===== config.mk =====
export PLATFORM = sky130hd
export DESIGN_NAME = isq_slots
export DESIGN_NICKNAME = d
export VERILOG_FILES = /design/src/logic/ren_pkg.sv /design/src/logic/isq_slots.sv
export SDC_FILE = /design/constraint.sdc
export NUM_CORES = 1
export LEC_CHECK = 0
export ABC_AREA = 1
export BUFFER_PORTS_ARGS = -buffer_cell sky130_fd_sc_hd__buf_4
export CELL_PAD_IN_SITES_DETAIL_PLACEMENT = 1
export CELL_PAD_IN_SITES_GLOBAL_PLACEMENT = 2
export CORE_ASPECT_RATIO = 0.8
export CORE_MARGIN = 1
export CORE_UTILIZATION = 34
export CTS_BUF_LIST = sky130_fd_sc_hd__clkbuf_4 sky130_fd_sc_hd__clkbuf_8
export CTS_CLUSTER_DIAMETER = 50
export CTS_CLUSTER_SIZE = 25
export DETAILED_ROUTE_END_ITERATION = 16
export PLACE_DENSITY_LB_ADDON = 0.1
export SYNTH_ARGS = -nofsm -noshare
export SYNTH_HDL_FRONTEND = slang
export SYNTH_SLANG_ARGS = --single-unit
export TNS_END_PERCENT = 100

===== constraint.sdc =====
create_clock -name clk -period 2.5 [get_ports clk]
set_input_delay 0.25 -clock clk [delete_from_list [all_inputs] [get_ports clk]]
set_output_delay 0.25 -clock clk [all_outputs]
set_load 0.005 [all_outputs]

===== src/logic/ren_pkg.sv =====
//////////////////////////////////////////////////
// shared sizes of the rename matrix
// register and slot number types
// map entry, full rename map and its reset value
// issue queue slot and rename output formats
//////////////////////////////////////////////////

package ren_pkg;

   //////////////////////////////////////////////////
   // sizes
   //////////////////////////////////////////////////

   // issue queue slots, split into two segments
   localparam int ISQ_DEPTH = 8;
   localparam int SEG_DEPTH = 4;
   localparam int NUM_SEG   = ISQ_DEPTH / SEG_DEPTH;

   // register files
   localparam int NUM_LREG  = 8;
   localparam int NUM_PREG  = 32;

   // derived field widths
   localparam int LREG_W    = $clog2(NUM_LREG);
   localparam int PREG_W    = $clog2(NUM_PREG);
   localparam int SLOT_W    = $clog2(ISQ_DEPTH);

   //////////////////////////////////////////////////
   // types
   //////////////////////////////////////////////////

   typedef logic [LREG_W-1:0] lreg_t;
   typedef logic [PREG_W-1:0] preg_t;
   typedef logic [SLOT_W-1:0] slot_idx_t;

   // one logical register mapping, rdy set once the value is written back
   typedef struct packed {
      logic  rdy;
      preg_t preg;
   } map_ent_t;

   // entry i holds the mapping of logical register i
   typedef map_ent_t [NUM_LREG-1:0] ren_map_t;

   // instruction as held in one issue queue slot
   typedef struct packed {
      logic  vld;
      logic  wat;
      logic  src1_vld;
      lreg_t lsrc1;
      logic  src2_vld;
      lreg_t lsrc2;
      logic  dst_vld;
      lreg_t ldst;
      preg_t pdest;
   } isq_inst_t;

   // renamed view of one slot
   // fields are zero unless their own valid bit is set
   typedef struct packed {
      logic     vld;
      logic     inst_rdy;
      logic     src1_vld;
      map_ent_t psrc1;
      logic     src2_vld;
      map_ent_t psrc2;
      logic     dst_vld;
      preg_t    pdest;
      preg_t    fre_preg;
   } ren_out_t;

   typedef ren_out_t [ISQ_DEPTH-1:0] ren_out_vec_t;

   //////////////////////////////////////////////////
   // reset map
   //////////////////////////////////////////////////

   // identity mapping, every entry ready
   function automatic ren_map_t reset_map_f();
      ren_map_t map;
      for (int i = 0; i < NUM_LREG; i++)
      begin
         map[i].rdy  = 1'b1;
         map[i].preg = preg_t'(i);
      end
      return map;
   endfunction

   localparam ren_map_t RESET_MAP = reset_map_f();

endpackage

===== src/logic/isq_slots.sv =====
//////////////////////////////////////////////////
// issue queue slot storage
// four-phase dispatch handshake and write pointer
// wait clearing on resolve
// segment occupancy, retire clearing, full flag
//////////////////////////////////////////////////

`timescale 1ns/1ps

module isq_slots
   import ren_pkg::*;
(
   input  logic                        clk,
   input  logic                        rst_n,
   input  logic                        dsp_req_i,
   input  isq_inst_t                   dsp_inst_i,
   output logic                        dsp_ack_o,
   input  logic                        resolve_vld_i,
   input  slot_idx_t                   resolve_idx_i,
   input  logic [NUM_SEG-1:0]          seg_retire_i,
   output isq_inst_t [ISQ_DEPTH-1:0]   slots_o,
   output logic [ISQ_DEPTH-1:0]        slot_load_o,
   output logic [ISQ_DEPTH-1:0]        slot_vld_o,
   output logic [ISQ_DEPTH-1:0]        slot_wat_o,
   output slot_idx_t                   wr_ptr_o,
   output logic                        isq_ful_o
);

   // payload storage, valid and wait kept apart so they can be reset
   isq_inst_t            mem_q [ISQ_DEPTH];
   logic [ISQ_DEPTH-1:0] vld_q;
   logic [ISQ_DEPTH-1:0] wat_q;
   slot_idx_t            wr_ptr_q;
   logic [NUM_SEG-1:0]   occ_q;
   logic                 ack_q;
   logic                 wr_seg;
   logic                 wr_en;

   //////////////////////////////////////////////////
   // dispatch handshake
   //////////////////////////////////////////////////

   // top pointer bit selects the segment
   assign wr_seg    = wr_ptr_q[SLOT_W-1];

   // full when the pointer is back at the head of a segment still in use
   assign isq_ful_o = (wr_ptr_q[SLOT_W-2:0] == '0) && occ_q[wr_seg];

   // one write per handshake, only while ack is still low
   assign wr_en     = dsp_req_i && !ack_q && !isq_ful_o;

   // one-hot write strobe, also clears the line's dest ready bit
   assign slot_load_o = {{(ISQ_DEPTH-1){1'b0}}, wr_en} << wr_ptr_q;

   always_ff @(posedge clk or negedge rst_n)
   begin
      if (!rst_n)
      begin
         ack_q    <= 1'b0;
         wr_ptr_q <= '0;
      end
      else
      begin
         if (wr_en)
         begin
            ack_q    <= 1'b1;
            // wraps around the ring
            wr_ptr_q <= wr_ptr_q + 1'b1;
         end
         else if (!dsp_req_i)
         begin
            // env released req, close the handshake
            ack_q <= 1'b0;
         end
      end
   end

   //////////////////////////////////////////////////
   // slot state
   //////////////////////////////////////////////////

   always_ff @(posedge clk)
   begin
      if (wr_en)
      begin
         mem_q[wr_ptr_q] <= dsp_inst_i;
      end
   end

   always_ff @(posedge clk or negedge rst_n)
   begin
      if (!rst_n)
      begin
         vld_q <= '0;
         wat_q <= '0;
         occ_q <= '0;
      end
      else
      begin
         for (int i = 0; i < ISQ_DEPTH; i++)
         begin
            if (slot_load_o[i])
            begin
               vld_q[i] <= 1'b1;
               wat_q[i] <= dsp_inst_i.wat;
            end
            else if (seg_retire_i[i / SEG_DEPTH])
            begin
               // whole segment freed at once
               vld_q[i] <= 1'b0;
               wat_q[i] <= 1'b0;
            end
            else if (resolve_vld_i && (resolve_idx_i == slot_idx_t'(i)))
            begin
               wat_q[i] <= 1'b0;
            end
         end
         for (int s = 0; s < NUM_SEG; s++)
         begin
            // retire and write never hit the same segment
            if (seg_retire_i[s])
            begin
               occ_q[s] <= 1'b0;
            end
            else if (wr_en && (wr_seg == s[0]))
            begin
               occ_q[s] <= 1'b1;
            end
         end
      end
   end

   // stored payload with live valid and wait bits laid over it
   always_comb
   begin
      for (int i = 0; i < ISQ_DEPTH; i++)
      begin
         slots_o[i]     = mem_q[i];
         slots_o[i].vld = vld_q[i];
         slots_o[i].wat = wat_q[i];
      end
   end

   assign slot_vld_o = vld_q;
   assign slot_wat_o = wat_q;
   assign wr_ptr_o   = wr_ptr_q;
   assign dsp_ack_o  = ack_q;

endmodule


* Word level (Yosys, flattened, before mapping)
Memory sizes are Yosys's and may differ from the RTL's.
Cells that the tools add are included.
** Word-level totals
- Bits of input ports :: 28
- Logic and storage cells :: 112
- Register bits after elaboration :: 22
- Memories :: 1
- Output and inout bits :: 181
- Bits in writable memories :: 152
** Cells by class
- Reduce and logical (&&, ||, !) cells :: 35
- Add/subtract/negate cells :: 1
- Equal/unequal tests :: 8
- Mux-type cells :: 44
- $lt $le $gt $ge :: 1
- Shifts and indexed selects :: 1
- Bitwise gates (word level) :: 1
** Memory list
- mem_q :: words 8, bits a word 19, rd ports 8, clocked after Yosys merged registers in 0, wr ports 1, line isq_slots.sv:30 : isq_inst_t mem_q [ISQ_DEPTH];
** Operators by type and width (number)
- $mux 1 :: 44
- $reduce_bool 3->1 :: 8
- $reduce_bool 2->1 :: 10
- $logic_and 1x1->1 :: 13
- $eq 3x3->1 const B :: 4
- $shl 1x3->8 :: 1
- $eq 3x2->1 const B :: 2
- $add 3x1->3 const B :: 1
- $eq 3x1->1 const B :: 1
- $logic_not 3->1 :: 1
- $logic_not 1->1 :: 2
- $logic_not 2->1 :: 1
- $lt 1x2->1 const B :: 1
- $ne 2x1->1 const B :: 1
- $not 1->1 :: 1

* Longest topological paths before layout
Gate-level depths: netlist of the first run.
- Depth after elaboration :: 8
- Depth in mapped cells :: 8
- Gate-level depth less buffers :: 7

* Worst setup path before layout of the first run
No wires, ideal clock.
- Path type :: flip-flop to flip-flop
- Start :: register wr_ptr_q[0] (netlist: wr_ptr_o[0])
- End :: memory mem_q[0][0] in the netlist's numbering, enable pin
- Path buffers :: 0
- Arrival time :: 1.404 ns
- Period minus slack after synthesis :: 1.773 ns
- Stages on the path, launching flop included :: 6
- Slack :: 0.727 ns
- Setup time :: 0.369 ns
- Data required time :: 2.131 ns
- Cells stage by stage :: dfrtp_1 inv_2 ha_1 nand3_4 nand3_1 inv_1
** Between the ends
- Longest elaborated chain between the ends :: 6
** RTL lines
- start, declared :: line isq_slots.sv:33 : slot_idx_t wr_ptr_q;
- start signal, assigned :: line isq_slots.sv:68 : wr_ptr_q <= wr_ptr_q + 1'b1;
- $logic_not 2->1 :: line isq_slots.sv:47 : assign isq_ful_o = (wr_ptr_q[SLOT_W-2:0] == '0) && occ_q[wr_seg];
- $logic_and 1x1->1 :: line isq_slots.sv:47
- $logic_not 1->1 :: line isq_slots.sv:50 : assign wr_en = dsp_req_i && !ack_q && !isq_ful_o;
- $logic_and 1x1->1 :: line isq_slots.sv:50
- $mux 1 :: line isq_slots.sv:84 : if (wr_en)
- $mux 1 (not written as such) :: line isq_slots.sv:86 : mem_q[wr_ptr_q] <= dsp_inst_i;
- end, declared :: line isq_slots.sv:30
Parallel ways exist; a longest one is shown, timed or not.

* Final worst setup path of the first run
- Start :: register wr_ptr_q[0] (netlist: wr_ptr_o[0])
- End :: output port slot_load_o[5]
** Between the ends
- Longest elaborated chain between the ends :: 5
** RTL lines
- $logic_not 2->1 :: line isq_slots.sv:47
- $logic_and 1x1->1 :: line isq_slots.sv:47
- $logic_not 1->1 :: line isq_slots.sv:50
- $logic_and 1x1->1 :: line isq_slots.sv:50
- $shl 1x3->8 * :: line isq_slots.sv:53 : assign slot_load_o = {{(ISQ_DEPTH-1){1'b0}}, wr_en} << wr_ptr_q;
- end, declared :: line isq_slots.sv:22 : output logic [ISQ_DEPTH-1:0] slot_load_o,
Every way passes the cells marked *; elsewhere a longest branch is shown, timed or not.

==> results of run 1 <==
-- final timing paths --
path | startpoint | to | slack (ns) | cells past startpoint
min reg2reg | slot_vld_o[0] | slot_vld_o[0] | 0.52 | 2
max in group asynchronous | rst_n | slot_vld_o[1] | 2.01 | 2
min | seg_retire_i[1] | occ_q[1] | 0.03 | 2
max reg2reg | wr_ptr_o[0] | mem_q[6][15] | 0.42 | 6
max | wr_ptr_o[0] | slot_load_o[5] | 0.25 | 6
min in group asynchronous | rst_n | wr_ptr_o[2] | 0.24 | 2
-- metrics by stage --
stage / worst slack, ns / instance area [um2] / std cells
after floorplan: 0.727 / 5410 / 308
after global placement: 0.475 / 7130 / 713
after detailed placement: 0.404 / 7130 / 713
after CTS: 0.182 / 7580 / 747
after global routing: 0.0737 / 7580 / 747
final: 0.246 / 7580 / 747
-- synth_stat cells, types with 2 or more instances --
cell	n	area, um2
buf_4	17	128
buf_6	2	22.5
dfrtp_1	22	551
edfxtp_1	136	4080
ha_1	2	25.0
inv_1	31	116
nand2_1	40	150
nand2_2	2	12.5
nand3_1	8	40.0
nand3_2	2	20.0
nand4_1	7	43.8
nor2_1	15	56.3
o21ai_0	11	55.1
o21ai_1	2	10.0
-- layer usage --
metal,wire length (um),part of all wire,vias up,GRT usage
met5,0,0,-,0
li1,-,-,1501,-
met2,6910,0.47,136,0.292
met1,6330,0.43,1682,0.238
met3,1300,0.088,7,0.0675
met4,158,0.011,0,0.0631
-- state kept, by name, indices dropped and copies added, names as in the netlist --
signal,cells
dsp_ack_o,1
slot_wat_o,8
occ_q,2
mem_q,136
wr_ptr_o,3
slot_vld_o,8
-- final cells by class --
type | count | area (um2) | share of cell area
Inverter | 33 | 126 | 0.0167
Clock buffer | 17 | 234 | 0.0309
Timing Repair Buffer | 218 | 1640 | 0.217
Clock inverter | 14 | 190 | 0.0251
Sequential cell | 158 | 4630 | 0.611
Tap cell | 210 | 263 | 0.0346
Multi-Input combinational cell | 97 | 492 | 0.0648
-- where the power goes --
part	leakage (nW)	total (W)	internal [W]	switching, W
registers	1.53	0.00333	0.00317	0.000166
logic	1.53	0.00115	0.000518	0.000628
clock network	0.214	0.00201	0.00109	0.000929
total	3.27	0.00649	0.00477	0.00172
-- kinds of logic (layout without fill, tap and decap cells) --
group           after synthesis  count (layout)  share of synthesized area
buf+inv                      53             282                     0.0518
flops                       158             158                      0.857
compound gates               16              16                     0.0160
xor+xnor                      2               2                    0.00324
simple gates                 77              77                     0.0671
fa+ha+maj                     2               2                    0.00463
-- critical path: cells and delay by family, from the launching register on --
kind                     cells  cell delay (ns)
buffers and inverters        3             0.35
AND/OR/NAND/NOR              2             0.45
adder cells (fa/ha/maj)      1             0.25
flip-flops                   1             0.51
-- layout by cell type (no fill, tap or decap), drive strengths merged --
cell type / n
buf: 215
edfxtp: 136
nand2: 43
inv: 36
dfrtp: 22
clkbuf: 17
nor2: 16
o21ai: 13
nand3: 11
nand4: 7
clkinv: 6
bufinv: 4
dlygate4sd3: 3
ha: 2
a21oi: 2
xor2: 1
o21bai: 1
xnor2: 1
clkinvlp: 1
==> results.json, run 1 <==
{
  "outcome": "completed",
  "p_total_w": 0.00649,
  "syn-mean-instance-area_um2": 17.6,
  "syn_nets": 338,
  "clk_pin_slew_ns": 0.08,
  "syn_inst": 308,
  "drtIter0Drc": 136,
  "hpwl_um": 10300,
  "worst-path-max-fanout": 19,
  "synth_edf_count": 136,
  "post_cts_buffers": 0,
  "drive_above_1_share": 0.475,
  "yosysSeqAreaShare": 0.857,
  "ys_ff_latch": 158,
  "rows": 40,
  "grtUsageTotal": 0.185,
  "final_core_util": 0.497,
  "cts.sinks": 158,
  "cts-hold-fix-buffers": 3,
  "power.density_nw_per_um2": 856,
  "coreArea_um2": 15300,
  "gp_congestion": 0.755,
  "slew_headroom": 0.690,
  "clkLatencyLatePin_ns": 0.44,
  "antenna_left": 0,
  "grt_pass1_vias": 3410,
  "numCtsBuffers": 17,
  "finalSetupViolations": 0,
  "dieArea_um2": 16400,
  "slowest_delay_ns": 0.51,
  "hold_slack_ns": 0.0290,
  "critical_path_class": "reg -> out",
  "layout.nets": 555,
  "dr.pass1.iters": 6,
  "cap_violations": 0,
  "area_growth_pct": 40.3,
  "hold_violations": 0,
  "critPathLaunchType": "register",
  "fin_crit_ns": 2.25,
  "slew_violations": 0,
  "power_leakage_nw": 3.27,
  "drcViolationCount": 0,
  "fin_setup_tns_ns": 0,
  "antenna_found_initial": 0,
  "io_buffers": 207,
  "ir_drop_mv": 0.604,
  "die_h_um": 115,
  "initial_core_util": 0.354,
  "wirelength_um": 14700,
  "synth_cell_type_count": 25,
  "post_drt_wl_per_cell_um": 19.7,
  "fmax_mhz": 444,
  "critPathArrivalTime_ns": 2.00,
  "finClkSkew_ns": 0.00966,
  "tritoncts": "built",
  "cp_cell_sequence": "inv_2 -> ha_1 -> nand3_4 -> nand3_1 -> inv_1 -> buf_4",
  "syn-cell-area_um2": 5410,
  "grt_setup_unrepaired": "false",
  "grt_pass1_wl_um": 21200,
  "synth_ff_type": "edfxtp_1",
  "cp-end-kind": "output pin",
  "gr-total-overflow": 0,
  "worstHoldPathType": "in -> reg",
  "viasPerCell": 4.45,
  "clock_path_buffers": 2,
  "grt_max_degree": 23,
  "antenna_cells": 0,
  "worstPathRequired_ns": 2.25,
  "crit_path_top_delay_cell": "dfrtp_1",
  "worst_slew_pin_slew_ns": 0.464,
  "vias": 3326,
  "htreeDepth": 4,
  "clockRootBuffer": "clkbuf_8",
  "yosys_warnings": 0,
  "cts_repair_resize_count": 0,
  "async_flop_share": 0.139,
  "layout_worst_path_cycle_share": 0.902,
  "io_pins": 209,
  "fill_cells": 1528,
  "fp.dieW_um": 143
}
Power figures use the tool's default switching activity.
==> inputs of run 2 (changes only) <==
clock period = 2.2 ns   (was 2.5 ns; I/O delays follow)
==> results.json, run 2 (synthesized netlist as in run 1, its figures left out) <==
{
  "outcome": "completed",
  "fmax_mhz": 479,
  "area_growth_pct": 46.7,
  "critPathLaunchType": "register",
  "worst_slew_pin_slew_ns": 0.556,
  "coreArea_um2": 15300,
  "rows": 40,
  "tritoncts": "built",
  "numCtsBuffers": 17,
  "layout.nets": 578,
  "final_cell_mix": "211 x buf_4, 136 x edfxtp_1, 40 x nand2_1",
  "antenna_cells": 0,
  "antenna_left": 0,
  "timing.final.ws_setup_ns": 0.114,
  "final_common_cell": "buf_4",
  "initial_core_util": 0.354,
  "gr-total-overflow": 0,
  "drcViolationCount": 0,
  "io_buffers": 207,
  "finalSetupViolations": 0,
  "worst-path-max-fanout": 10,
  "hold_slack_ns": 0.0909,
  "largest_reg_flops": 136,
  "grtUsageTotal": 0.187,
  "die_h_um": 115,
  "fp.dieW_um": 143,
  "critical_path_class": "reg -> out",
  "critPathArrivalTime_ns": 1.87,
  "grt_pass1_vias": 3523,
  "worstPathRequired_ns": 1.98,
  "power.density_nw_per_um2": 948,
  "grt_max_degree": 23,
  "cp-end-kind": "output pin",
  "post_drt_wl_per_cell_um": 19.6,
  "grt_setup_unrepaired": "true",
  "cts.sinks": 158,
  "antenna_found_initial": 0,
  "regMostFlops": "mem_q",
  "clkLatencyLatePin_ns": 0.44,
  "ir_drop_mv": 0.536,
  "clock_path_buffers": 2,
  "dieArea_um2": 16400,
  "cap_violations": 0,
  "vias": 3436,
  "slew_headroom": 0.628,
  "layout_worst_path_cycle_share": 0.948,
  "htreeDepth": 4,
  "gp_congestion": 0.732,
  "hpwl_um": 10300,
  "drtIter0Drc": 176,
  "power_leakage_nw": 3.37,
  "pre_cts_ws_ns": 0.214,
  "clk_pin_slew_ns": 0.09,
  "grt_pass1_wl_um": 21500,
  "wirelength_um": 15100,
  "dr.pass1.iters": 4,
  "viasPerCell": 4.46,
  "fin_crit_ns": 2.09,
  "hold_violations": 0,
  "drive_above_1_share": 0.480,
  "worstHoldPathType": "in -> reg",
  "io_pins": 209,
  "slew_violations": 0,
  "finClkSkew_ns": 0.00877,
  "clockRootBuffer": "clkbuf_8"
}
-- run 2: cell count changes in the layout (fill, tap and decap cells not counted), moves of 3 or more --
cell / previous run / this run
clkinv_2: 3 / 0
nand3_2: 2 / 10
buf_4: 215 / 211
dlygate4sd3_1: 3 / 21
buf_12: 0 / 8
clkinvlp_4: 1 / 4
nand3_1: 8 / 1
-- run 2: metrics by stage --
| step | area [um2] | util | power [W] | instances | setup TNS, ns |
|---|---|---|---|---|---|
| floorplan | 5410 | - | 0.00440 | 308 | 0 |
| global placement | 7230 | 0.474 | 0.00518 | 713 | 0 |
| detailed placement | 7230 | 0.474 | 0.00523 | 713 | 0 |
| CTS | 7870 | 0.515 | 0.00752 | 765 | 0 |
| global route | 7930 | 0.520 | 0.00785 | 770 | -0.0121 |
| finish | 7930 | 0.520 | 0.00752 | 770 | 0 |
-- run 2: what timing repair did --
action,CTS,global route
hold endpoints to repair,151,0
setup endpoints to repair,6,8
hold buffers,21,0
gates cloned,0,1
resized for setup,3,5
setup buffers,0,4
pin swaps,0,1
-- run 2: power breakdown --
part           switching [W]  leakage, nW  internal, W  total, W
Sequential          0.000188         1.52      0.00360   0.00379
Combinational       0.000783         1.65     0.000698   0.00148
Clock                0.00112        0.198      0.00114   0.00226
-- run 2: final cells by class --
type / instances / area (um2)
fillers: 1532 / 7330
flip-flops and latches: 158 / 4640
repair buffers: 240 / 1950
multi-input cells: 98 / 537
well taps: 210 / 263
clock buffers: 17 / 234
clock inverters: 14 / 184
inverters: 33 / 126
-- run 2: final timing paths --
path | startpoint | endpoint | slack [ns] | cells past startpoint
worst max register to register | wr_ptr_o[1] | mem_q[6][7] | 0.38 | 6
worst min register to register | slot_vld_o[0] | slot_vld_o[0] | 0.52 | 2
max in group asynchronous | rst_n | wr_ptr_o[0] | 1.71 | 2
worst max-delay path | wr_ptr_o[0] | slot_load_o[3] | 0.11 | 6
worst min-delay path | dsp_inst_i[17] | slot_wat_o[6] | 0.09 | 3
min in group asynchronous | rst_n | occ_q[1] | 0.22 | 2
-- run 2: critical path: stages, from the launching register on --
cell,delay (ns)
dfrtp_2,0.47
inv_2,0.13
ha_1,0.24
nand3_4,0.20
nand3_2,0.16
inv_1,0.08
buf_4,0.14
-- run 2: routing by layer --
layer,wire (um),up-vias,part of all wire,global-route usage
met3,1550,11,0.10,0.0808
met2,7040,159,0.47,0.291
met1,6320,1714,0.42,0.237
met5,0,-,0,0
li1,-,1552,-,-
met4,182,0,0.012,0.0588
