===== config.mk =====
export PLATFORM = sky130hd
export DESIGN_NAME = ren_seg_ctrl
export DESIGN_NICKNAME = d
export VERILOG_FILES = /design/src/logic/ren_pkg.sv /design/src/logic/ren_seg_ctrl.sv
export SDC_FILE = /design/constraint.sdc
export NUM_CORES = 1
export LEC_CHECK = 0
export ABC_CLOCK_PERIOD_IN_PS = 2500
export BUFFER_PORTS_ARGS = -buffer_cell sky130_fd_sc_hd__buf_4
export CORE_ASPECT_RATIO = 1.25
export CORE_MARGIN = 2
export CORE_UTILIZATION = 44
export DETAILED_ROUTE_END_ITERATION = 6
export PLACE_DENSITY = 0.86
export SYNTH_ARGS = -nofsm -noshare
export SYNTH_HDL_FRONTEND = slang
export SYNTH_SLANG_ARGS = --single-unit
export TNS_END_PERCENT = 20

===== constraint.sdc =====
create_clock -name clk -period 2.5 [get_ports clk]
set_input_delay 0 -clock clk [delete_from_list [all_inputs] [get_ports clk]]
set_output_delay 0 -clock clk [all_outputs]
set_load 0.005 [all_outputs]

===== src/logic/ren_pkg.sv =====
//////////////////////////////////////////////////
// shared sizes of the rename matrix
// register and slot number types
// map entry, full rename map and its reset value
// issue queue slot and rename output formats
//////////////////////////////////////////////////

package ren_pkg;

   //////////////////////////////////////////////////
   // sizes
   //////////////////////////////////////////////////

   // issue queue slots, split into two segments
   localparam int ISQ_DEPTH = 8;
   localparam int SEG_DEPTH = 4;
   localparam int NUM_SEG   = ISQ_DEPTH / SEG_DEPTH;

   // register files
   localparam int NUM_LREG  = 8;
   localparam int NUM_PREG  = 32;

   // derived field widths
   localparam int LREG_W    = $clog2(NUM_LREG);
   localparam int PREG_W    = $clog2(NUM_PREG);
   localparam int SLOT_W    = $clog2(ISQ_DEPTH);

   //////////////////////////////////////////////////
   // types
   //////////////////////////////////////////////////

   typedef logic [LREG_W-1:0] lreg_t;
   typedef logic [PREG_W-1:0] preg_t;
   typedef logic [SLOT_W-1:0] slot_idx_t;

   // one logical register mapping, rdy set once the value is written back
   typedef struct packed {
      logic  rdy;
      preg_t preg;
   } map_ent_t;

   // entry i holds the mapping of logical register i
   typedef map_ent_t [NUM_LREG-1:0] ren_map_t;

   // instruction as held in one issue queue slot
   typedef struct packed {
      logic  vld;
      logic  wat;
      logic  src1_vld;
      lreg_t lsrc1;
      logic  src2_vld;
      lreg_t lsrc2;
      logic  dst_vld;
      lreg_t ldst;
      preg_t pdest;
   } isq_inst_t;

   // renamed view of one slot
   // fields are zero unless their own valid bit is set
   typedef struct packed {
      logic     vld;
      logic     inst_rdy;
      logic     src1_vld;
      map_ent_t psrc1;
      logic     src2_vld;
      map_ent_t psrc2;
      logic     dst_vld;
      preg_t    pdest;
      preg_t    fre_preg;
   } ren_out_t;

   typedef ren_out_t [ISQ_DEPTH-1:0] ren_out_vec_t;

   //////////////////////////////////////////////////
   // reset map
   //////////////////////////////////////////////////

   // identity mapping, every entry ready
   function automatic ren_map_t reset_map_f();
      ren_map_t map;
      for (int i = 0; i < NUM_LREG; i++)
      begin
         map[i].rdy  = 1'b1;
         map[i].preg = preg_t'(i);
      end
      return map;
   endfunction

   localparam ren_map_t RESET_MAP = reset_map_f();

endpackage

===== src/logic/ren_seg_ctrl.sv =====
//////////////////////////////////////////////////
// segment control of the rename ring
// two committed map headers and the older segment bit
// retire condition and per segment retire pulses
//////////////////////////////////////////////////

`timescale 1ns/1ps

module ren_seg_ctrl
   import ren_pkg::*;
(
   input  logic                 clk,
   input  logic                 rst_n,
   input  logic [ISQ_DEPTH-1:0] slot_vld_i,
   input  logic [ISQ_DEPTH-1:0] slot_wat_i,
   input  slot_idx_t            wr_ptr_i,
   input  ren_map_t             lo_end_map_i,
   input  ren_map_t             hi_end_map_i,
   output logic                 arch_o,
   output ren_map_t             lo_hdr_o,
   output ren_map_t             hi_hdr_o,
   output logic [NUM_SEG-1:0]   seg_retire_o
);

   // arch_q is the index of the older segment, 0 = lower half
   logic               arch_q;
   ren_map_t           lo_hdr_q;
   ren_map_t           hi_hdr_q;
   logic [NUM_SEG-1:0] seg_done;
   logic [NUM_SEG-1:0] end_rdy;
   logic               ptr_seg;
   logic               ptr_park;
   logic               retire;

   // every logical register mapped to a written-back value
   function automatic logic map_all_rdy(ren_map_t map);
      logic rdy;
      rdy = 1'b1;
      for (int i = 0; i < NUM_LREG; i++)
      begin
         rdy &= map[i].rdy;
      end
      return rdy;
   endfunction

   //////////////////////////////////////////////////
   // retire condition
   //////////////////////////////////////////////////

   // segment done: no valid slot still waiting
   always_comb
   begin
      for (int s = 0; s < NUM_SEG; s++)
      begin
         seg_done[s] = &(~slot_vld_i[s*SEG_DEPTH +: SEG_DEPTH] |
                         ~slot_wat_i[s*SEG_DEPTH +: SEG_DEPTH]);
      end
   end

   assign end_rdy[0] = map_all_rdy(lo_end_map_i);
   assign end_rdy[1] = map_all_rdy(hi_end_map_i);

   // segment the write pointer currently fills
   assign ptr_seg    = wr_ptr_i[SLOT_W-1];

   // pointer parked on the head of an occupied older segment, ring full
   assign ptr_park   = (wr_ptr_i[SLOT_W-2:0] == '0) &&
                       (|slot_vld_i[arch_q*SEG_DEPTH +: SEG_DEPTH]);

   // older segment resolved, not being filled, all its results written back
   assign retire     = seg_done[arch_q] && ((ptr_seg != arch_q) || ptr_park) &&
                       end_rdy[arch_q];

   always_comb
   begin
      seg_retire_o         = '0;
      seg_retire_o[arch_q] = retire;
   end

   //////////////////////////////////////////////////
   // headers and arch
   //////////////////////////////////////////////////

   // the retiring segment's end map becomes the committed map
   // at the head of the segment that follows it
   always_ff @(posedge clk or negedge rst_n)
   begin
      if (!rst_n)
      begin
         arch_q   <= 1'b0;
         lo_hdr_q <= RESET_MAP;
         hi_hdr_q <= RESET_MAP;
      end
      else if (retire)
      begin
         arch_q <= !arch_q;
         if (arch_q)
         begin
            lo_hdr_q <= hi_end_map_i;
         end
         else
         begin
            hi_hdr_q <= lo_end_map_i;
         end
      end
   end

   assign arch_o   = arch_q;
   assign lo_hdr_o = lo_hdr_q;
   assign hi_hdr_o = hi_hdr_q;

endmodule


**After elaboration in Yosys (flattened, before gate mapping)**

Index checks and enable logic that the tools add are counted.
Widths: inputs -> output; s select.

- Bitwise gates (word level): 22
- Multiplexer cells: 6
- Magnitude comparators: 2
- Reductions and logical operators: 12
- Shift-type cells: 1
- Eq/ne operators: 1

Operators by type and width:

| kind | number |
|---|---|
| $not 4->4 | 4 |
| $and 1x1->1 | 14 |
| $or 4x4->4 | 2 |
| $reduce_and 4->1 | 2 |
| $shiftx 8x4->4 | 1 |
| $mux 1 | 5 |
| $logic_and 1x1->1 | 4 |
| $reduce_and 2->1 | 2 |
| $reduce_or 4->1 | 1 |
| $and 2x2->2 | 1 |
| $logic_not 2->1 | 1 |
| $lt 1x2->1 const B | 1 |
| $demux 1 s1 | 1 |
| $ge 1x1->1 const B | 1 |
| $logic_not 1->1 | 1 |
| $logic_or 1x1->1 | 1 |
| $ne 1x1->1 | 1 |
| $not 1->1 | 1 |

- Word-level logic and storage cells: 77
- Output and inout port bits: 99
- Register bits after elaboration: 97

**Longest topological paths before layout**

Gate-level depths: netlist of run 1.

- Depth in word-level cells: 11
- Depth in mapped cells: 7
- Depth with buffers taken out: 5

**Worst setup path after synthesis of run 1**

OpenSTA, ideal clock, no wires.

- Kind: register -> register
- Start: register arch_q (netlist: arch_o)
- End: register lo_hdr_q (netlist bit lo_hdr_o[0])
- Path slack: 0.720 ns
- Data required time: 2.375 ns
- Period minus slack after synthesis: 1.780 ns
- Cell stages (with the launch flop): 8
- Buffers on the path: 2
- Arrival time: 1.655 ns
- Library setup time: 0.125 ns
- Cell sequence: dfrtp_1 nor2b_1 and4_1 a22o_1 nor2b_4 buf_6 buf_12 mux2_4

- Cells in the longest elaborated chain, start to end: 7
- Elaborated cells between the ends (all ways): 12

RTL lines:

| item | line | text |
|---|---|---|
| start: declaration | ren_seg_ctrl.sv:26 | `logic arch_q;` |
| start signal: assignment | ren_seg_ctrl.sv:96 | `arch_q <= !arch_q;` |
| $shiftx 8x4->4 | ren_seg_ctrl.sv:68 | `(\|slot_vld_i[arch_q*SEG_DEPTH +: SEG_DEPTH]);` |
| $reduce_or 4->1 | ren_seg_ctrl.sv:68 |  |
| $logic_and 1x1->1 | ren_seg_ctrl.sv:67 | `assign ptr_park = (wr_ptr_i[SLOT_W-2:0] == '0) &&` |
| $logic_or 1x1->1 | ren_seg_ctrl.sv:71 | `assign retire = seg_done[arch_q] && ((ptr_seg != arch_q) \|\| ptr_park) &&` |
| $logic_and 1x1->1 (2 in a row) | ren_seg_ctrl.sv:71 |  |
| $reduce_and 2->1 (no source line) (*) | -- |  |
| end signal: assignment | ren_seg_ctrl.sv:99 | `lo_hdr_q <= hi_end_map_i;` |
| end: declaration | ren_seg_ctrl.sv:27 | `ren_map_t lo_hdr_q;` |

Every way passes the cells marked *; elsewhere a longest branch is shown, timed or not. The select of a mux whose other input is x is not followed.
A chain may end at the register's enable or synchronous reset.

**Worst setup path after layout of run 1**

- Start: register arch_q (netlist: arch_o)
- End: register lo_hdr_q (netlist bit lo_hdr_o[40])

The elaborated chain is that of the path after synthesis.

==> flow_metrics.env, run 1 <==
export IMPL_outcome="finished, final reports clean"
export IMPL_final_antenna_net_count=0
export IMPL_synth_nets=354
export IMPL_multi_input_area_um2=1300
export IMPL_vias_per_cell=4.78
export IMPL_synthMuxAreaShare_pct=25.1
export IMPL_post_dp_cell_area_um2=5600
export IMPL_critical_path_arrival_ns=2.24
export IMPL_dr_pass1_iters=4
export IMPL_synth_simple_area_share_pct=6.59
export IMPL_drt_total_wl_um=11600
export IMPL_setup_ws_ns=0.510
export IMPL_start_util_pct=45.0
export IMPL_cts_buffer_depth=2
export IMPL_insertion_delay_ns=0.36
export IMPL_setup_viol=0
export IMPL_ys_warnings_count=0
export IMPL_regArea_um2=2480
export IMPL_pre_cts_slack_ns=0.537
export IMPL_grt_pass1_wl_um=17800
export IMPL_io_buffers=215
export IMPL_ys_ff_latch=97
export IMPL_synth_area_um2=3890
export IMPL_grt_use_total_pct=24.8
export IMPL_grt_setup_unrepaired="no"
export IMPL_cts_root_buffer="clkbuf_8"
export IMPL_maxSlewViolCount=0
export IMPL_nets=655
export IMPL_cts_resized_gates=0
export IMPL_synth_compound_area_share_pct=1.70
export IMPL_start_kind="flip-flop"
export IMPL_drc=0
export IMPL_antenna_found_initial=0
export IMPL_vias=3166
export IMPL_ys_seq_area_share_pct=63.6
export IMPL_synth_top_family_by_area="multiplexers"
export IMPL_drt_iter0_markers=146
export IMPL_syn2layout_area_growth_pct=71.5
export IMPL_io_pins=216
export IMPL_slew_headroom_pct=59.2
export IMPL_synth_cells=237
export IMPL_finalCritPeriodShare_pct=79.6
export IMPL_tightest_slew_ns=0.612
export IMPL_rows=38
export IMPL_finalCriticalPeriod_ns=1.99
export IMPL_coreArea_um2=8650
export IMPL_fin_hold_ws_ns=0.0331
export IMPL_cts_made_buffers=9
export IMPL_final_setup_tns_ns=0
export IMPL_synth_cell_types=34
export IMPL_cp_end_kind="flip-flop"
export IMPL_crit_required_ns=2.75
export IMPL_die_y_um=109
export IMPL_maxCapViolations=0
export IMPL_die_area_um2=9630
export IMPL_skew_ns=0.00625
export IMPL_avgSynthCellArea_um2=16.4
export IMPL_fin_area_um2=6680
export IMPL_place_congestion=0.836
export IMPL_finalHoldViolCount=0
export IMPL_path_class="flip-flop to flip-flop"
export IMPL_drive_above_1_share_pct=63.4
export IMPL_max_freq_mhz=503
export IMPL_dp_hpwl_um=7140
export IMPL_n_fill_cell=523
export IMPL_power_leakage_nw=3.47
export IMPL_grt_start_max_net_pins=51
export IMPL_crit_fanout=48
export IMPL_gr_total_overflow=0
export IMPL_grt_pass1_vias=3624
export IMPL_antenna_cells=0
export IMPL_htree_levels=3
export IMPL_cts_tree="built"
export IMPL_power_density_nw_per_um2=485
export IMPL_synth_xor_xnor_area_share_pct=0
export IMPL_power_mw=3.24
export IMPL_min_path_type="primary input to flip-flop"
export IMPL_dieWidth_um=88.2
export IMPL_synthAdderAreaFrac_pct=0
export IMPL_routedWlPerCell_um=17.6
export IMPL_clkTransAtPathRegs_ns=0.09
export IMPL_irDropWorstVdd_mv=0.271
export IMPL_cts_sinks=97
## cell usage in the layout (no fill, tap or decap), types with 2 or more instances in the layout
master	instances
nand4_1	2
and4_1	3
and2_1	2
nand2b_1	8
nand3_1	2
nor2_1	3
mux2_2	40
buf_4	215
mux2_4	20
nand2_1	4
dfrtp_1	57
mux2_1	20
a21oi_1	2
nor2b_1	2
dfstp_2	40
dlygate4sd3_1	82
buf_12	3
clkbuf_8	11
a222oi_1	2
bufinv_16	3
or2_2	8
## state kept, by name (all words and copies together), names as in the netlist
name      count
arch_o        1
hi_hdr_o     48
lo_hdr_o     48
## per-layer routing
metal / vias up / GRT usage [%] / wire length [um]
li1: 1433 / - / -
met1: 1542 / 25.2 / 4060
met2: 164 / 47.2 / 6430
met3: 27 / 5.30 / 771
met4: 0 / 11.9 / 382
met5: - / 0 / 0
## worst max-delay path: stages (launching register included)
cell and delay, ns:
dfrtp_1 0.48, nor2b_1 0.17, and4_1 0.19, a22o_1 0.18
nor2b_4 0.17, buf_12 0.28, mux2_2 0.38
## cell type report
class / count / area share [%]
clock buffers: 12 / 2.32
flip-flops and latches: 97 / 37.1
well taps: 120 / 2.25
clock inverters: 4 / 1.48
multi-input cells: 129 / 19.4
repair buffers: 300 / 37.4
inverters: 1 / 0.0562
## path summary, 6_finish.rpt
check,start,endpoint,slack (ns),depth (start not counted)
min in group asynchronous,rst_n,hi_hdr_o[15],0.19,2
min,wr_ptr_i[1],arch_o,0.03,4
max in group asynchronous,rst_n,lo_hdr_o[23],1.56,3
min reg2reg,hi_hdr_o[25],hi_hdr_o[25],0.50,1
max reg2reg,arch_o,lo_hdr_o[40],0.51,6
max,arch_o,lo_hdr_o[40],0.51,6
## power breakdown
group          leakage [nW]  internal [mW]  switching (mW)
Combinational          2.14          0.254           0.118
Sequential             1.20           1.60          0.0139
Clock                 0.127          0.722           0.527
## through the flow
stage / util (%) / instances
finish: 77.2 / 663
CTS: 77.2 / 663
global route: 77.2 / 663
floorplan: - / 237
detailed placement: 64.8 / 565
global placement: 64.8 / 565
## what timing repair did
action / CTS / global route
hold buffers: 82 / 0
hold endpoints to repair: 108 / 0
setup buffers: 0 / 0
## cells in the mapped netlist, drive strengths merged
cell     instances  area, um^2
dfstp           40        1050
nand3            2        10.0
a21oi            2        10.0
nand2            5        21.3
and2             2        12.5
o21ai            1        5.00
dfrtp           57        1430
clkbuf           2        10.0
nor2b            3        26.3
mux2            80         976
and4             3        26.3
a2111oi          1        8.76
nand4            2        12.5
or2              8        50.1
o31ai            1        7.51
nor4             1        6.26
buf              8         105
and4bb           1        12.5
a222oi           2        20.0
a22o             1        8.76
inv              1        3.75
nand2b           8        50.1
o22ai            1        6.26
or4              1        11.3
nor2             3        11.3
and3             1        6.26
## kinds of logic after synthesis
kind of cell	Yosys count
mux	80
simple gates	40
buf+inv	11
compound gates	9
flops	97
(Power assumes the default switching activity.)
==> inputs of run 2 (changes only) <==
--- a/config.mk
+++ b/config.mk
@@ -5,7 +5,7 @@
 export SDC_FILE = /design/constraint.sdc
 export NUM_CORES = 1
 export LEC_CHECK = 0
-export ABC_CLOCK_PERIOD_IN_PS = 2500
+export ABC_CLOCK_PERIOD_IN_PS = 1850
 export BUFFER_PORTS_ARGS = -buffer_cell sky130_fd_sc_hd__buf_4
 export CORE_ASPECT_RATIO = 1.25
 export CORE_MARGIN = 2
==> constraint.sdc (replaced) <==
create_clock -name clk -period 1.85 [get_ports clk]
set_input_delay 0 -clock clk [delete_from_list [all_inputs] [get_ports clk]]
set_output_delay 0 -clock clk [all_outputs]
set_load 0.005 [all_outputs]
==> flow_metrics.env, run 2 (same netlist as run 1, synthesis figures left out) <==
export IMPL_start_util_pct=45.0
export IMPL_clkTransAtPathRegs_ns=0.09
export IMPL_start_kind="flip-flop"
export IMPL_drive_above_1_share_pct=64.1
export IMPL_min_path_type="primary input to flip-flop"
export IMPL_gr_total_overflow=0
export IMPL_drt_iter0_markers=87
export IMPL_finalCritPeriodShare_pct=98.6
export IMPL_power_density_nw_per_um2=624
export IMPL_maxSlewViolCount=0
export IMPL_sw_frac_of_total_pct=21.8
export IMPL_slowest_stage="dfrtp_1"
export IMPL_vias_per_cell=4.87
export IMPL_pre_cts_slack_ns=0.0294
export IMPL_slew_headroom_pct=62.7
export IMPL_die_area_um2=9630
export IMPL_n_fill_cell=498
export IMPL_setup_ws_ns=0.0261
export IMPL_crit_path_frequent_cell="buf_4"
export IMPL_power_leakage_nw=3.53
export IMPL_max_freq_mhz=548
export IMPL_crit_fanout=7
export IMPL_insertion_delay_ns=0.37
export IMPL_grt_setup_unrepaired="yes"
export IMPL_io_buffers=215
export IMPL_setup_viol=0
export IMPL_p_switching_mw=0.924
export IMPL_endpoint="seg_retire_o[1]"
export IMPL_skew_ns=0.00888
export IMPL_power_share_clock_pct=36.5
export IMPL_path_class="flip-flop to primary output"
export IMPL_grt_start_max_net_pins=49
export IMPL_coreArea_um2=8650
export IMPL_dr_pass1_iters=6
export IMPL_p_int_mw=3.31
export IMPL_io_pins=216
export IMPL_fin_area_um2=6790
export IMPL_critical_path_arrival_ns=1.82
export IMPL_layout_commonest_cell="buf_4"
export IMPL_cts_buffer_depth=2
export IMPL_comb_power_share_pct=12.0
export IMPL_grt_use_total_pct=25.4
export IMPL_crit_required_ns=1.85
export IMPL_cts_tree="built"
export IMPL_htree_levels=3
export IMPL_startpoint="arch_o"
export IMPL_die_y_um=109
export IMPL_dp_hpwl_um=7580
export IMPL_syn2layout_area_growth_pct=74.2
export IMPL_cts_made_buffers=9
export IMPL_grt_pass1_vias=3615
export IMPL_vias=3281
export IMPL_final_core_util_pct=78.4
export IMPL_nets=664
export IMPL_antenna_found_initial=1
export IMPL_r2r_start="arch_o"
export IMPL_routedWlPerCell_um=18.5
export IMPL_cts_sinks=97
export IMPL_r2r_slack_ns=0.03
export IMPL_rows=38
export IMPL_tightest_slew_ns=0.560
export IMPL_ff2ff_path_depth=7
export IMPL_drc=0
export IMPL_grt_pass1_wl_um=17900
export IMPL_final_antenna_net_count=0
export IMPL_irDropWorstVdd_mv=0.401
export IMPL_critical_path_max_stage_delay_ns=0.38
export IMPL_dieWidth_um=88.2
export IMPL_cp_end_kind="primary output"
export IMPL_drt_total_wl_um=12400
export IMPL_seqPwrFrac_pct=51.5
export IMPL_crit_chain="buf_4, and2_1, nand4_1, o22ai_1, nor2b_1, buf_4"
export IMPL_cts_root_buffer="clkbuf_8"
export IMPL_worstReg2RegEnd="lo_hdr_o[25]"
export IMPL_post_dp_cell_area_um2=5640
export IMPL_maxCapViolations=0
export IMPL_finalCriticalPeriod_ns=1.82
export IMPL_outcome="finished, final reports clean"
export IMPL_final_cell_mix="buf_4, dlygate4sd3_1, dfrtp_1"
export IMPL_fin_hold_ws_ns=0.0884
export IMPL_place_congestion=0.824
export IMPL_finalHoldViolCount=0
-- run 2: power by group through the flow --
stage | Clock [mW] | Combinational [mW] | Sequential (mW)
final | 1.55 | 0.510 | 2.18
after global routing | 1.67 | 0.545 | 2.19
after CTS | 1.57 | 0.502 | 2.18
after detailed placement | 0 | 0.360 | 2.22
after global placement | 0 | 0.349 | 2.22
after floorplan | 0 | 0.0524 | 2.22
-- run 2: metal layers --
metal / global-route usage [%] / up-vias / part of all wire (%)
met5: 0 / - / 0
met3: 5.75 / 42 / 6.5
met2: 48.6 / 174 / 57
met1: 24.0 / 1610 / 33
met4: 14.8 / 0 / 4.0
li1: - / 1455 / -
-- run 2: per-stage QoR --
step	power [mW]	instances	TNS [ns]
after floorplan	2.27	237	0
after global placement	2.56	570	0
after detailed placement	2.58	570	0
after CTS	4.26	668	0
after global routing	4.41	673	-0.327
final	4.24	674	0
-- run 2: worst min-delay path by stage --
stage                      startpoint  depth (start not counted)            to  slack [ns]
after floorplan                 rst_n                          0        arch_o       -0.30
after global placement          rst_n                          1  hi_hdr_o[24]        0.02
after detailed placement        rst_n                          1  hi_hdr_o[24]        0.02
after CTS                 wr_ptr_i[0]                          4        arch_o       0.009
after global routing      wr_ptr_i[0]                          4        arch_o        0.14
final                     wr_ptr_i[0]                          4        arch_o        0.09
-- run 2: area by class of cell --
class	instances	area [um^2]	share of cell area, %
Inverter	1	3.75	0.0553
Timing Repair Buffer	309	2630	38.7
Sequential cell	97	2480	36.5
Clock buffer	10	138	2.03
Multi-Input combinational cell	129	1300	19.1
Antenna cell	2	5.00	0.0738
Clock inverter	6	87.6	1.29
Tap cell	120	150	2.21
-- run 2: repair_timing --
action	4_1_cts	5_1_grt
hold buffers	82	0
endpoints found under the setup margin	0	19
resized for setup	0	4
buffers inserted	0	2
endpoints found under the hold margin	122	0
-- run 2: worst max-delay path, delay by kind of cell, from the launching register on --
| family | cells | cell delay, ns |
|---|---|---|
| flip-flops | 1 | 0.38 |
| AND/OR/NAND/NOR | 3 | 0.48 |
| AO/OA/AOI/OAI | 1 | 0.30 |
| buffers and inverters | 2 | 0.31 |
==> inputs of run 3 (changes only) <==
--- a/config.mk
+++ b/config.mk
@@ -5,13 +5,14 @@
 export SDC_FILE = /design/constraint.sdc
 export NUM_CORES = 1
 export LEC_CHECK = 0
-export ABC_CLOCK_PERIOD_IN_PS = 1850
+export ABC_CLOCK_PERIOD_IN_PS = 1600
 export BUFFER_PORTS_ARGS = -buffer_cell sky130_fd_sc_hd__buf_4
 export CORE_ASPECT_RATIO = 1.25
 export CORE_MARGIN = 2
-export CORE_UTILIZATION = 44
+export CORE_UTILIZATION = 25
+export CTS_BUF_LIST = sky130_fd_sc_hd__clkbuf_2
 export DETAILED_ROUTE_END_ITERATION = 6
-export PLACE_DENSITY = 0.86
+export PLACE_DENSITY = 0.59
 export SYNTH_ARGS = -nofsm -noshare
 export SYNTH_HDL_FRONTEND = slang
 export SYNTH_SLANG_ARGS = --single-unit
==> constraint.sdc (replaced) <==
create_clock -name clk -period 1.6 [get_ports clk]
set_input_delay 0 -clock clk [delete_from_list [all_inputs] [get_ports clk]]
set_output_delay 0 -clock clk [all_outputs]
set_load 0.005 [all_outputs]
==> flow_metrics.env, run 3 (same netlist as run 1, synthesis figures left out) <==
export IMPL_outcome="finished with violations"
export IMPL_violations="negative setup slack"
export IMPL_dp_hpwl_um=7280
export IMPL_layout_commonest_cell="buf_4"
export IMPL_maxCapViolations=0
export IMPL_start_kind="flip-flop"
export IMPL_nets=683
export IMPL_globalRouteMet3Util_pct=2.61
export IMPL_place_congestion=0.764
export IMPL_dr_pass1_iters=4
export IMPL_max_freq_mhz=552
export IMPL_htree_levels=3
export IMPL_irDropWorstVdd_mv=0.385
export IMPL_routedWlPerCell_um=15.0
export IMPL_crit_required_ns=2.11
export IMPL_regArea_um2=2480
export IMPL_finalHoldViolCount=0
export IMPL_setup_viol=86
export IMPL_cp_end_kind="flip-flop"
export IMPL_vias=3251
export IMPL_setup_ws_ns=-0.211
export IMPL_coreArea_um2=15400
export IMPL_finalCriticalPeriod_ns=1.81
export IMPL_rows=51
export IMPL_gr_total_overflow=0
export IMPL_grtUsageMet2_pct=23.5
export IMPL_power_mw=4.51
export IMPL_die_area_um2=16600
export IMPL_power_density_nw_per_um2=626
export IMPL_cts_made_buffers=9
export IMPL_insertion_delay_ns=0.59
export IMPL_die_y_um=144
export IMPL_cts_root_buffer="clkbuf_2"
export IMPL_grt_pass1_wl_um=16800
export IMPL_min_path_type="primary input to flip-flop"
export IMPL_multi_input_area_um2=1450
export IMPL_cts_buffer_depth=2
export IMPL_clkTransAtPathRegs_ns=0.21
export IMPL_dieWidth_um=116
export IMPL_drive_above_1_share_pct=65.7
export IMPL_power_leakage_nw=3.67
export IMPL_finalCritPeriodShare_pct=113
export IMPL_vias_per_cell=4.15
export IMPL_grt_use_total_pct=13.1
export IMPL_n_fill_cell=1417
export IMPL_maxSlewViolCount=0
export IMPL_cts_tree="built"
export IMPL_drc=0
export IMPL_grt_busiest_layer="met2"
export IMPL_path_class="flip-flop to flip-flop"
export IMPL_cts_sinks=97
export IMPL_grt_pass1_vias=3446
export IMPL_crit_fanout=9
export IMPL_drt_total_wl_um=11800
export IMPL_grt_setup_unrepaired="yes"
export IMPL_grt_start_max_net_pins=98
export IMPL_io_pins=216
export IMPL_antenna_found_initial=1
export IMPL_critical_path_arrival_ns=2.32
export IMPL_skew_ns=0.0451
export IMPL_tightest_slew_ns=0.524
export IMPL_r2r_slack_ns=-0.21
export IMPL_syn2layout_area_growth_pct=84.8
export IMPL_start_util_pct=25.2
export IMPL_use_met1_pct=14.2
export IMPL_final_cell_mix="buf_4, dlygate4sd3_1, dfrtp_1"
export IMPL_final_antenna_net_count=0
export IMPL_final_core_util_pct=46.6
export IMPL_io_buffers=215
export IMPL_drt_iter0_markers=99
export IMPL_slew_headroom_pct=65.1
==> run 3: cell types whose count changed in the layout (fill, tap and decap cells not counted), moves of 5 or more <==
cell / previous run / this run
mux2_2: 40 / 19
clkbuf_2: 0 / 13
or2_4: 0 / 5
mux2_1: 20 / 9
mux2_4: 20 / 52
clkbuf_8: 10 / 0
dlygate4sd3_1: 82 / 95
or2_2: 8 / 3
==> run 3: stage by stage <==
step	area [um^2]	hold WS, ns	worst slack (ns)	TNS [ns]	instances
floorplan	3900	-0.296	-0.161	-5.47	237
global placement	5820	0.0974	-0.200	-11.94	667
detailed placement	5820	0.102	-0.240	-14.91	667
CTS	7000	-0.122	-0.253	-12.99	777
global route	7200	0.00839	-0.404	-18.43	784
finish	7200	0.0159	-0.211	-11.59	784
==> run 3: power breakdown <==
| part | switching (mW) | total [mW] | internal (mW) | leakage, nW |
|---|---|---|---|---|
| sequential | 0.0214 | 2.53 | 2.51 | 1.20 |
| clock | 0.810 | 1.35 | 0.542 | 0.0824 |
| combinational | 0.190 | 0.625 | 0.435 | 2.38 |
| total | 1.02 | 4.51 | 3.49 | 3.67 |
==> run 3: final cells by class <==
| type | instances | area share [%] |
|---|---|---|
| timing repair buffer | 328 | 39.8 |
| sequential | 97 | 34.4 |
| tap | 212 | 3.68 |
| clock inverter | 3 | 0.938 |
| inverter | 1 | 0.0521 |
| multi-input combinational | 129 | 20.2 |
| clock buffer | 13 | 0.904 |
| antenna | 1 | 0.0348 |
==> run 3: path summary, 6_finish.rpt <==
| path | startpoint | endpoint | depth (start not counted) |
|---|---|---|---|
| min in group asynchronous | rst_n | lo_hdr_o[2] | 4 |
| setup reg to reg | arch_o | lo_hdr_o[29] | 8 |
| hold / removal | slot_vld_i[0] | arch_o | 6 |
| setup / recovery | arch_o | lo_hdr_o[29] | 8 |
| max in group asynchronous | rst_n | hi_hdr_o[18] | 4 |
| hold reg to reg | hi_hdr_o[17] | hi_hdr_o[17] | 1 |
==> run 3: worst max-delay path: stages (launching register included) <==
cell and delay (ns):
dfrtp_2 0.48, nand2_1 0.07, and4bb_1 0.18, a22o_1 0.19, nor2b_4 0.14, buf_12 0.15, clkbuf_16 0.17, buf_6 0.12
or2_2 0.26
==> run 3: layer usage <==
metal	up-vias	wire length (um)
met2	142	6220
li1	1497	-
met4	0	355
met3	23	689
met1	1589	4490
met5	-	0
==> run 3: timing repair <==
action	CTS	global route
pin swaps	2	1
buffers inserted	0	1
endpoints found under the hold margin	182	1
setup endpoints to repair	87	92
cloned	0	4
hold buffers	94	1
resized for setup	27	19
